<file path="src/huff17_pkg.sv">
`default_nettype none

package huff17_pkg;

	// longest codeword kept from table 17
	localparam int max_code_len = 9;

	// table 17 carries two linbits on every escaped coordinate
	localparam int linbits = 2;
	localparam int escape_mag = 15;

	// first received code bit sits in the msb
	typedef logic [max_code_len-1:0] code_bits_t;
	typedef logic [3:0] code_len_t;
	typedef logic [3:0] mag_t;
	typedef logic [linbits-1:0] lin_t;
	typedef logic signed [15:0] sample_t;

	typedef struct packed {
		logic found;
		mag_t x_mag;
		mag_t y_mag;
	} code_match_t;

	typedef struct packed {
		sample_t x;
		sample_t y;
	} sample_pair_t;

	typedef enum logic [2:0] {
		st_code,
		st_x_lin,
		st_x_sign,
		st_y_lin,
		st_y_sign,
		st_done
	} field_state_t;

endpackage

`default_nettype wire

</file>
<file path="src/huff17_codebook.sv">
`default_nettype none

module huff17_codebook import huff17_pkg::*; (
	input  code_bits_t  code_bits,
	input  code_len_t   code_len,
	output code_match_t match
);

	function automatic code_match_t hit(mag_t x, mag_t y);
		code_match_t m;
		m.found = 1'b1;
		m.x_mag = x;
		m.y_mag = y;
		return m;
	endfunction

	// only the leading code_len bits are valid, the rest may hold an older code
	always_comb begin
		match = '0;
		case (code_len)
			4'd1: begin
				if (code_bits[max_code_len-1])
					match = hit(4'd0, 4'd0);
			end
			4'd3: begin
				if (code_bits[max_code_len-1 -: 3] == 3'b011)
					match = hit(4'd1, 4'd0);
			end
			4'd4: begin
				case (code_bits[max_code_len-1 -: 4])
					4'b0101: match = hit(4'd0, 4'd1);
					4'b0100: match = hit(4'd1, 4'd1);
					default: match = '0;
				endcase
			end
			4'd6: begin
				case (code_bits[max_code_len-1 -: 6])
					6'b001110: match = hit(4'd0, 4'd2);
					6'b001100: match = hit(4'd1, 4'd2);
					6'b001111: match = hit(4'd2, 4'd0);
					6'b001101: match = hit(4'd2, 4'd1);
					default:   match = '0;
				endcase
			end
			4'd7: begin
				case (code_bits[max_code_len-1 -: 7])
					7'b0010100: match = hit(4'd1, 4'd3);
					7'b0010111: match = hit(4'd2, 4'd2);
					7'b0010101: match = hit(4'd3, 4'd1);
					default:    match = '0;
				endcase
			end
			4'd8: begin
				case (code_bits[max_code_len-1 -: 8])
					8'b00101100: match = hit(4'd0, 4'd3);
					8'b00100011: match = hit(4'd1, 4'd4);
					8'b00001001: match = hit(4'd1, 4'd15);
					8'b00100110: match = hit(4'd2, 4'd3);
					8'b00101101: match = hit(4'd3, 4'd0);
					8'b00100111: match = hit(4'd3, 4'd2);
					8'b00100100: match = hit(4'd4, 4'd1);
					8'b00011110: match = hit(4'd5, 4'd1);
					8'b00001010: match = hit(4'd15, 4'd1);
					8'b00000111: match = hit(4'd15, 4'd2);
					8'b00000011: match = hit(4'd15, 4'd15);
					default:     match = '0;
				endcase
			end
			4'd9: begin
				case (code_bits[max_code_len-1 -: 9])
					9'b001001010: match = hit(4'd0, 4'd4);
					9'b000111111: match = hit(4'd0, 4'd5);
					9'b000010001: match = hit(4'd0, 4'd15);
					9'b000111110: match = hit(4'd1, 4'd5);
					9'b000110101: match = hit(4'd1, 4'd6);
					9'b000101111: match = hit(4'd1, 4'd7);
					9'b001000011: match = hit(4'd2, 4'd4);
					9'b000111010: match = hit(4'd2, 4'd5);
					9'b000010000: match = hit(4'd2, 4'd15);
					9'b001000101: match = hit(4'd3, 4'd3);
					9'b001000000: match = hit(4'd3, 4'd4);
					9'b001001011: match = hit(4'd4, 4'd0);
					9'b001000100: match = hit(4'd4, 4'd2);
					9'b001000001: match = hit(4'd4, 4'd3);
					9'b000001001: match = hit(4'd4, 4'd15);
					9'b001000010: match = hit(4'd5, 4'd0);
					9'b000111011: match = hit(4'd5, 4'd2);
					9'b000111000: match = hit(4'd5, 4'd3);
					9'b000110110: match = hit(4'd6, 4'd1);
					9'b000110100: match = hit(4'd6, 4'd2);
					9'b000110000: match = hit(4'd7, 4'd1);
					9'b000001100: match = hit(4'd15, 4'd0);
					9'b000001011: match = hit(4'd15, 4'd3);
					9'b000001010: match = hit(4'd15, 4'd4);
					default:      match = '0;
				endcase
			end
			// no codeword of length 0, 2 or 5 in this table
			default: match = '0;
		endcase
	end

endmodule

`default_nettype wire

</file>
<file path="src/huff17_pair_decoder.sv">
`default_nettype none

module huff17_pair_decoder import huff17_pkg::*; (
	input  logic         clk,
	input  logic         rst,
	input  logic         bit_valid,
	input  logic         bit_data,
	output logic         pair_valid,
	output sample_pair_t pair,
	output logic         code_error
);

	code_bits_t code_bits;
	code_len_t code_len;
	code_match_t match;
	logic field_busy;

	huff_code_capture huff_code_capture_i (
		.clk        (clk),
		.rst        (rst),
		.bit_valid  (bit_valid),
		.bit_data   (bit_data),
		.field_busy (field_busy),
		.match      (match),
		.code_bits  (code_bits),
		.code_len   (code_len),
		.code_error (code_error)
	);

	huff17_codebook huff17_codebook_i (
		.code_bits (code_bits),
		.code_len  (code_len),
		.match     (match)
	);

	// linbits and sign bits go here instead of the capture while busy
	pair_field_reader pair_field_reader_i (
		.clk        (clk),
		.rst        (rst),
		.bit_valid  (bit_valid),
		.bit_data   (bit_data),
		.match      (match),
		.field_busy (field_busy),
		.pair_valid (pair_valid),
		.pair       (pair)
	);

endmodule

`default_nettype wire

</file>
<file path="src/huff_code_capture.sv">
`default_nettype none

module huff_code_capture import huff17_pkg::*; (
	input  logic        clk,
	input  logic        rst,
	input  logic        bit_valid,
	input  logic        bit_data,
	input  logic        field_busy,
	input  code_match_t match,
	output code_bits_t  code_bits,
	output code_len_t   code_len,
	output logic        code_error
);

	logic take;
	logic restart;

	// bits belong to the field reader while it is busy
	assign take = bit_valid && !field_busy;

	// a full-length code that still matches nothing is not in the kept table
	assign code_error = (code_len == code_len_t'(max_code_len)) && !match.found;

	assign restart = match.found || code_error;

	always_ff @(posedge clk) begin
		if (rst) begin
			code_len <= '0;
		end else if (restart) begin
			code_len <= take ? code_len_t'(1) : code_len_t'(0);
		end else if (take) begin
			code_len <= code_len + 1'b1;
		end
	end

	// stale low bits are harmless, the codebook only looks at the top code_len bits
	always_ff @(posedge clk) begin
		if (take) begin
			if (restart)
				code_bits[max_code_len-1] <= bit_data;
			else
				code_bits[max_code_len-1-int'(code_len)] <= bit_data;
		end
	end

endmodule

`default_nettype wire

</file>
<file path="src/pair_field_reader.sv">
`default_nettype none

module pair_field_reader import huff17_pkg::*; (
	input  logic         clk,
	input  logic         rst,
	input  logic         bit_valid,
	input  logic         bit_data,
	input  code_match_t  match,
	output logic         field_busy,
	output logic         pair_valid,
	output sample_pair_t pair
);

	field_state_t state;
	field_state_t cur;
	logic [1:0] lin_cnt;
	mag_t x_mag_q;
	mag_t y_mag_q;
	mag_t x_eff;
	mag_t y_eff;
	lin_t x_lin;
	lin_t y_lin;
	logic x_sign;
	logic y_sign;

	// first field still needed after position s, in stream order
	function automatic field_state_t next_field(field_state_t s, mag_t xm, mag_t ym);
		field_state_t n;
		n = st_done;
		if (s == st_code && xm == mag_t'(escape_mag))
			n = st_x_lin;
		else if ((s == st_code || s == st_x_lin) && xm != '0)
			n = st_x_sign;
		else if (s != st_y_lin && s != st_y_sign && ym == mag_t'(escape_mag))
			n = st_y_lin;
		else if (s != st_y_sign && ym != '0)
			n = st_y_sign;
		return n;
	endfunction

	function automatic sample_t form_sample(mag_t m, lin_t l, logic s);
		sample_t v;
		v = sample_t'(m);
		if (m == mag_t'(escape_mag))
			v = v + sample_t'(l);
		return s ? -v : v;
	endfunction

	// the match shows up the cycle after the last code bit, so that cycle already
	// behaves as the first field state (or as done for a zero pair)
	assign cur = (state == st_code && match.found) ?
		next_field(st_code, match.x_mag, match.y_mag) : state;

	assign x_eff = (state == st_code) ? match.x_mag : x_mag_q;
	assign y_eff = (state == st_code) ? match.y_mag : y_mag_q;

	assign field_busy = (cur == st_x_lin) || (cur == st_x_sign) ||
		(cur == st_y_lin) || (cur == st_y_sign);
	assign pair_valid = (cur == st_done);

	assign pair.x = form_sample(x_eff, x_lin, x_sign);
	assign pair.y = form_sample(y_eff, y_lin, y_sign);

	always_ff @(posedge clk) begin
		if (rst) begin
			state <= st_code;
			lin_cnt <= '0;
		end else if (cur == st_done) begin
			state <= st_code;
		end else if (bit_valid && field_busy) begin
			case (cur)
				st_x_lin, st_y_lin: begin
					if (lin_cnt == 2'(linbits - 1)) begin
						lin_cnt <= '0;
						state <= next_field(cur, x_eff, y_eff);
					end else begin
						lin_cnt <= lin_cnt + 1'b1;
						state <= cur;
					end
				end
				default: state <= next_field(cur, x_eff, y_eff);
			endcase
		end else begin
			state <= cur;
		end
	end

	always_ff @(posedge clk) begin
		if (state == st_code && match.found) begin
			x_mag_q <= match.x_mag;
			y_mag_q <= match.y_mag;
		end
		if (bit_valid) begin
			case (cur)
				st_x_lin:  x_lin <= {x_lin[linbits-2:0], bit_data};
				st_x_sign: x_sign <= bit_data;
				st_y_lin:  y_lin <= {y_lin[linbits-2:0], bit_data};
				st_y_sign: y_sign <= bit_data;
				default: ;
			endcase
		end
	end

endmodule

`default_nettype wire

</file>
<file path="config.mk">
export PLATFORM = sky130hd
export DESIGN_NAME = huff17_pair_decoder
export DESIGN_NICKNAME = d
export VERILOG_FILES = /design/src/huff17_pkg.sv /design/src/huff17_codebook.sv /design/src/huff17_pair_decoder.sv /design/src/huff_code_capture.sv /design/src/pair_field_reader.sv
export SDC_FILE = /design/constraint.sdc
export NUM_CORES = 1
export LEC_CHECK = 0
export BUFFER_PORTS_ARGS = -buffer_cell sky130_fd_sc_hd__buf_2
export CELL_PAD_IN_SITES_DETAIL_PLACEMENT = 1
export CELL_PAD_IN_SITES_GLOBAL_PLACEMENT = 2
export CORE_MARGIN = 2
export CORE_UTILIZATION = 36
export DETAILED_ROUTE_END_ITERATION = 10
export PLACE_DENSITY = 0.91
export SETUP_SLACK_MARGIN = 0.05
export SYNTH_ARGS = -nofsm -noshare
export SYNTH_HDL_FRONTEND = slang
export SYNTH_HIERARCHICAL = 1
export SYNTH_SLANG_ARGS = --single-unit
</file>
<file path="constraint.sdc">
create_clock -name clk -period 5.7 [get_ports clk]
set_input_delay 0.57 -clock clk [delete_from_list [all_inputs] [get_ports clk]]
set_output_delay 0.57 -clock clk [all_outputs]
set_load 0.005 [all_outputs]
</file>
* After elaboration in Yosys (flattened, before gate mapping) *
Index checks and enable logic that the tools add are counted.
W data, S select, Z words.

storage, ports and cells
  register bits = 32
  memories kept = 0
  memory bits (read-only) = 0
  latch bits = 0
  RAM bits = 0
  logic and storage cells = 152

cells by class
  div/mod/pow operators = 0
  multiply operators = 0
  equality and inequality tests = 64
  bitwise gates (word level) = 2
  muxes and demuxes = 34
  shifts and indexed selects = 0
  add/subtract/negate cells = 7
  order comparisons = 2
  reductions and logical operators = 32

operators with widths
  operator               number
  $pmux W9 S24           1
  $pmux W9 S11           1
  $eq A9 B6 Y1 const B   10
  $eq A9 B7 Y1 const B   8
  $mux W16               4
  $pmux W9 S7            1
  $eq A8 B6 Y1 const B   6
  $eq A9 B4 Y1 const B   4
  $pmux W9 S4            1
  $ge A32 B1 Y1 const B  1
  $lt A32 B6 Y1 const B  1
  $neg A16 Y16           2
  $mux W3                10
  $pmux W9 S3            1
  $eq A4 B4 Y1 const B   6
  $eq A6 B4 Y1 const B   4
  $eq A7 B5 Y1 const B   3
  $eq A4 B3 Y1 const B   5
  $eq A9 B5 Y1 const B   2
  $mux W9                2
  $pmux W9 S2            1
  $eq A8 B4 Y1 const B   2
  $mux W4                4
  $reduce_bool A4 Y1     4
  28 further kinds       57

* Longest topological paths before layout *
  depth in word-level cells = 18
  depth in mapped cells = 21
  mapped depth without buffers = 19

* Modules after synthesis *
Netlist, hierarchy kept.

modules (own cells, without submodules)
  module             seq. area each (sq um)  cells each  instances  area an instance (sq um)
  pair_field_reader  520.5                   183         1          1,656.6
  huff17_codebook    0.0                     207         1          1,315.0
  huff_code_capture  350.3                   69          1          763.2

* Worst setup path after synthesis *
OpenSTA, ideal clock, no wires.

  path type = reg2out
  start point = reg huff_code_capture_i.code_bits[7]
  end point = out pair[28] (netlist name)
  path slack = 1,307 ps
  required time = 5,130 ps
  buffers on the path = 3
  data arrival time = 3,823 ps
  cell stages (with the launch flop) = 21
  cells stage by stage = edfxtp_1 -> buf_4 -> or3b_1 -> buf_2 -> nor3_2 -> nand3_1 -> a21oi_1 -> nor4_1 -> o2111ai_1 -> mux2i_1 -> inv_1 -> ha_1 -> inv_1 -> fa_1 -> a21oi_1 -> inv_1 -> ha_1 -> nor3b_1 -> ha_1 -> nor2b_1 -> buf_4

RTL lines
  element                          line                      RTL
  start, declared                  huff_code_capture.sv:10   output code_bits_t code_bits,
  start signal, assigned by index  huff_code_capture.sv:40   code_bits[max_code_len-1] <= bit_data;
  start signal, assigned by index  huff_code_capture.sv:42   code_bits[max_code_len-1-int'(code_len)] <= bit_data;
  end, declared                    huff17_pair_decoder.sv:9  output sample_pair_t pair,

==> flow_metrics.env <==
export IMPL_gp_congestion=0.901
export IMPL_tns_ns=0
export IMPL_cts_root_buf="clkbuf_8"
export IMPL_grt_pass1_vias=3620
export IMPL_arrival_ns=4.60
export IMPL_wl_um=10700
export IMPL_swShare_pct=44.3
export IMPL_grt_overflow=0
export IMPL_nets=493
export IMPL_ys_async_sr_fraction_pct=0
export IMPL_cts_tree="built"
export IMPL_clk_path_buf_depth=2
export IMPL_die_w_um=106
export IMPL_synth_area_um2=3730
export IMPL_worstHoldStart="pair_field_reader_i/lin_cnt[1]"
export IMPL_grt_usage_pct=20.1
export IMPL_synth_edf_count=23
export IMPL_hold_buffers=0
export IMPL_core_area_um2=10200
export IMPL_cts_resized=0
export IMPL_die_y_um=106
export IMPL_clockPowerShare_pct=12.9
export IMPL_critPathRequiredTime_ns=5.13
export IMPL_ios=38
export IMPL_max_freq_mhz=194
export IMPL_fin_crit_sh_pct=90.6
export IMPL_portBuffers=37
export IMPL_syn_inst=459
export IMPL_p_seq_share_pct=28.2
export IMPL_cts_sinks=32
export IMPL_start_kind="flip-flop"
export IMPL_slew_headroom_pct=45.2
export IMPL_area_delta_synth_final_pct=7.14
export IMPL_ys_ff_latch=32
export IMPL_die_area_um2=11200
export IMPL_cts_buffers=5
export IMPL_rsz0062_at_grt="false"
export IMPL_cts_clk_slew_worst_paths_ns=0.06
export IMPL_yosysWarnings=6
export IMPL_intPower_uw=700
export IMPL_worstSetupEndpointType="primary output"
export IMPL_final_layout_size_suffix_gt1_share_pct=19.2
export IMPL_max_vdd_ir_drop_mv=0.211
export IMPL_num_rows=37
export IMPL_start_util_pct=36.7
export IMPL_drv_cap=0
export IMPL_post_cts_setup_buffers=0
export IMPL_p_leak_uw=0.00161
export IMPL_clock_latency_ns=0.28
export IMPL_hold_path_class="flip-flop to flip-flop"
export IMPL_viasPerCell=5.75
export IMPL_wl_per_cell_um=17.6
export IMPL_syn_nets=478
export IMPL_drtPass1Iterations=4
export IMPL_power_density_nw_per_um2=314
export IMPL_r2r_start="huff_code_capture_i/code_bits[7]"
export IMPL_diodes=0
export IMPL_setup_violations=0
export IMPL_synthFlopType="edfxtp_1"
export IMPL_fin_crit_ns=5.17
export IMPL_skew_ns=0.00529
export IMPL_drv_slew=0
export IMPL_drt_iter0_markers=182
export IMPL_grt_max_degree=21
export IMPL_remaining_drc_errors=0
export IMPL_seq_area_frac_synth_pct=23.3
export IMPL_crit_path_start="huff_code_capture_i/code_bits[7]"
export IMPL_tightest_slew_ns=0.811
export IMPL_num_vias=3515
export IMPL_synth_area_leader_cell="edfxtp_1"
export IMPL_grt_pass1_wl_um=18300
export IMPL_p_sw_uw=556
export IMPL_antenna_found_initial=0
export IMPL_ant_nets=0
export IMPL_cts_max_level=2
export IMPL_syn_avg_cell_area_um2=8.14
export IMPL_holdWs_ns=0.461
export IMPL_fill_cells=1279
export IMPL_yosysTopAreaCellShare_pct=18.5
export IMPL_ys_top_cells_by_area="edfxtp_1, dfxtp_1, ha_1, nand2_1, buf_4"
export IMPL_hold_violations=0
export IMPL_crit_type="flip-flop to primary output"
export IMPL_synth_distinct_cells=90
export IMPL_combPwrFrac_pct=58.9
export IMPL_hpwl_um=8620
export IMPL_crit_path_max_fanout=11
export IMPL_status="finished, final reports clean"
cell usage in the layout, fill, tap and decap left out, types with 6 or more instances in the layout:
cell and instances:
a21oi_1 25, a31oi_1 9, and2_1 7, buf_2 37, buf_4 11, dfxtp_1 9
edfxtp_1 23, ha_1 13, inv_1 23, mux2i_1 11, nand2_1 42, nand2b_1 14
nand3_1 11, nand4_1 10, nor2_1 34, nor2b_1 17, nor3_1 15, nor3b_1 6
o21ai_0 16, o21ai_1 7, o22ai_1 6, or4_1 6, xnor2_1 8
sequential cells by signal, indices dropped and copies added, names as in the netlist, 2 cells and up:
register,cells
huff_code_capture_i/code_bits,9
huff_code_capture_i/code_len,4
pair_field_reader_i/lin_cnt,2
pair_field_reader_i/state,3
pair_field_reader_i/x_lin,2
pair_field_reader_i/x_mag_q,4
pair_field_reader_i/y_lin,2
pair_field_reader_i/y_mag_q,4
worst max-delay path: stages (launching register included):
cell and delay, ns:
edfxtp_1 0.60, or3b_1 0.57, nor3_2 0.31, nand3_1 0.15, a21oi_1 0.17, nor4_1 0.08, o2111ai_2 0.37, mux2i_1 0.17
inv_1 0.10, ha_1 0.17, inv_1 0.06, fa_1 0.42, a21oi_1 0.19, inv_1 0.08, ha_1 0.20, nor3b_1 0.14
ha_1 0.28, nand2_1 0.06, o21ai_0 0.07, buf_2 0.14
synthesized netlist by cell type (4+ instances only):
cell,n
mux2i_1,11
nand4_1,10
xnor2_1,8
nor3_2,5
nor2b_1,18
inv_1,23
and3_1,5
nor3_1,15
o22ai_1,6
o21ai_1,7
and4_1,5
o21ai_0,16
dfxtp_1,9
nand3_1,11
clkbuf_1,4
a31oi_1,9
nor3b_1,6
nor2_1,35
nand2_1,42
nand3b_1,4
nand2b_1,14
edfxtp_1,23
buf_2,11
a21oi_1,25
a21boi_0,4
ha_1,13
and2_1,7
buf_4,20
or4_1,6
power by group through the flow:
stage / clock, µW / combinational (µW) / sequential (µW)
finish: 162 / 741 / 354
global placement: 0 / 723 / 353
detailed placement: 0 / 748 / 358
floorplan: 0 / 609 / 321
CTS: 166 / 750 / 354
global route: 174 / 847 / 363
per-layer routing:
layer	vias up	track usage [%]	part of all wire, %
li1	1695	-	-
met1	1724	27.1	47
met2	80	33.7	48
met3	16	1.86	3.3
met4	0	6.48	2.0
met5	-	0	0
metrics by stage:
stage / std cells / cell area (µm²) / setup WS, ns / util, % / power, µW
finish: 611 / 4000 / 0.535 / 39.3 / 1260
global route: 611 / 4000 / 0.118 / 39.3 / 1380
CTS: 611 / 3990 / 0.290 / 39.2 / 1270
detailed placement: 603 / 3910 / 0.619 / 38.4 / 1110
global placement: 603 / 3910 / 0.794 / 38.4 / 1080
floorplan: 459 / 3730 / 1.31 / - / 930
final cells by class:
| type | count | area [µm²] | share of cell area, % |
|---|---|---|---|
| Multi-Input combinational cell | 362 | 2520 | 62.9 |
| Sequential cell | 32 | 871 | 21.8 |
| Timing Repair Buffer | 48 | 268 | 6.69 |
| Tap cell | 136 | 170 | 4.25 |
| Inverter | 25 | 93.8 | 2.35 |
| Clock buffer | 7 | 76.3 | 1.91 |
| Clock inverter | 1 | 3.75 | 0.0938 |
path summary, 6_finish.rpt:
check,end,slack [ns],cells past startpoint
max,pair[20],0.53,19
min,pair_field_reader_i/lin_cnt[1],0.46,2
max reg2reg,huff_code_capture_i/code_bits[0],0.74,15
min reg2reg,pair_field_reader_i/lin_cnt[1],0.46,2
cell families after synthesis:
family                   share of synthesized area (%)
adder cells (fa/ha/maj)                           5.43
flip-flops                                        23.3
AO/OA/AOI/OAI                                     20.7
AND/OR/NAND/NOR                                   34.6
buffers and inverters                             9.55
XOR/XNOR                                          2.58
multiplexers                                      3.85
No activity file was read; power rests on OpenSTA's default activity.
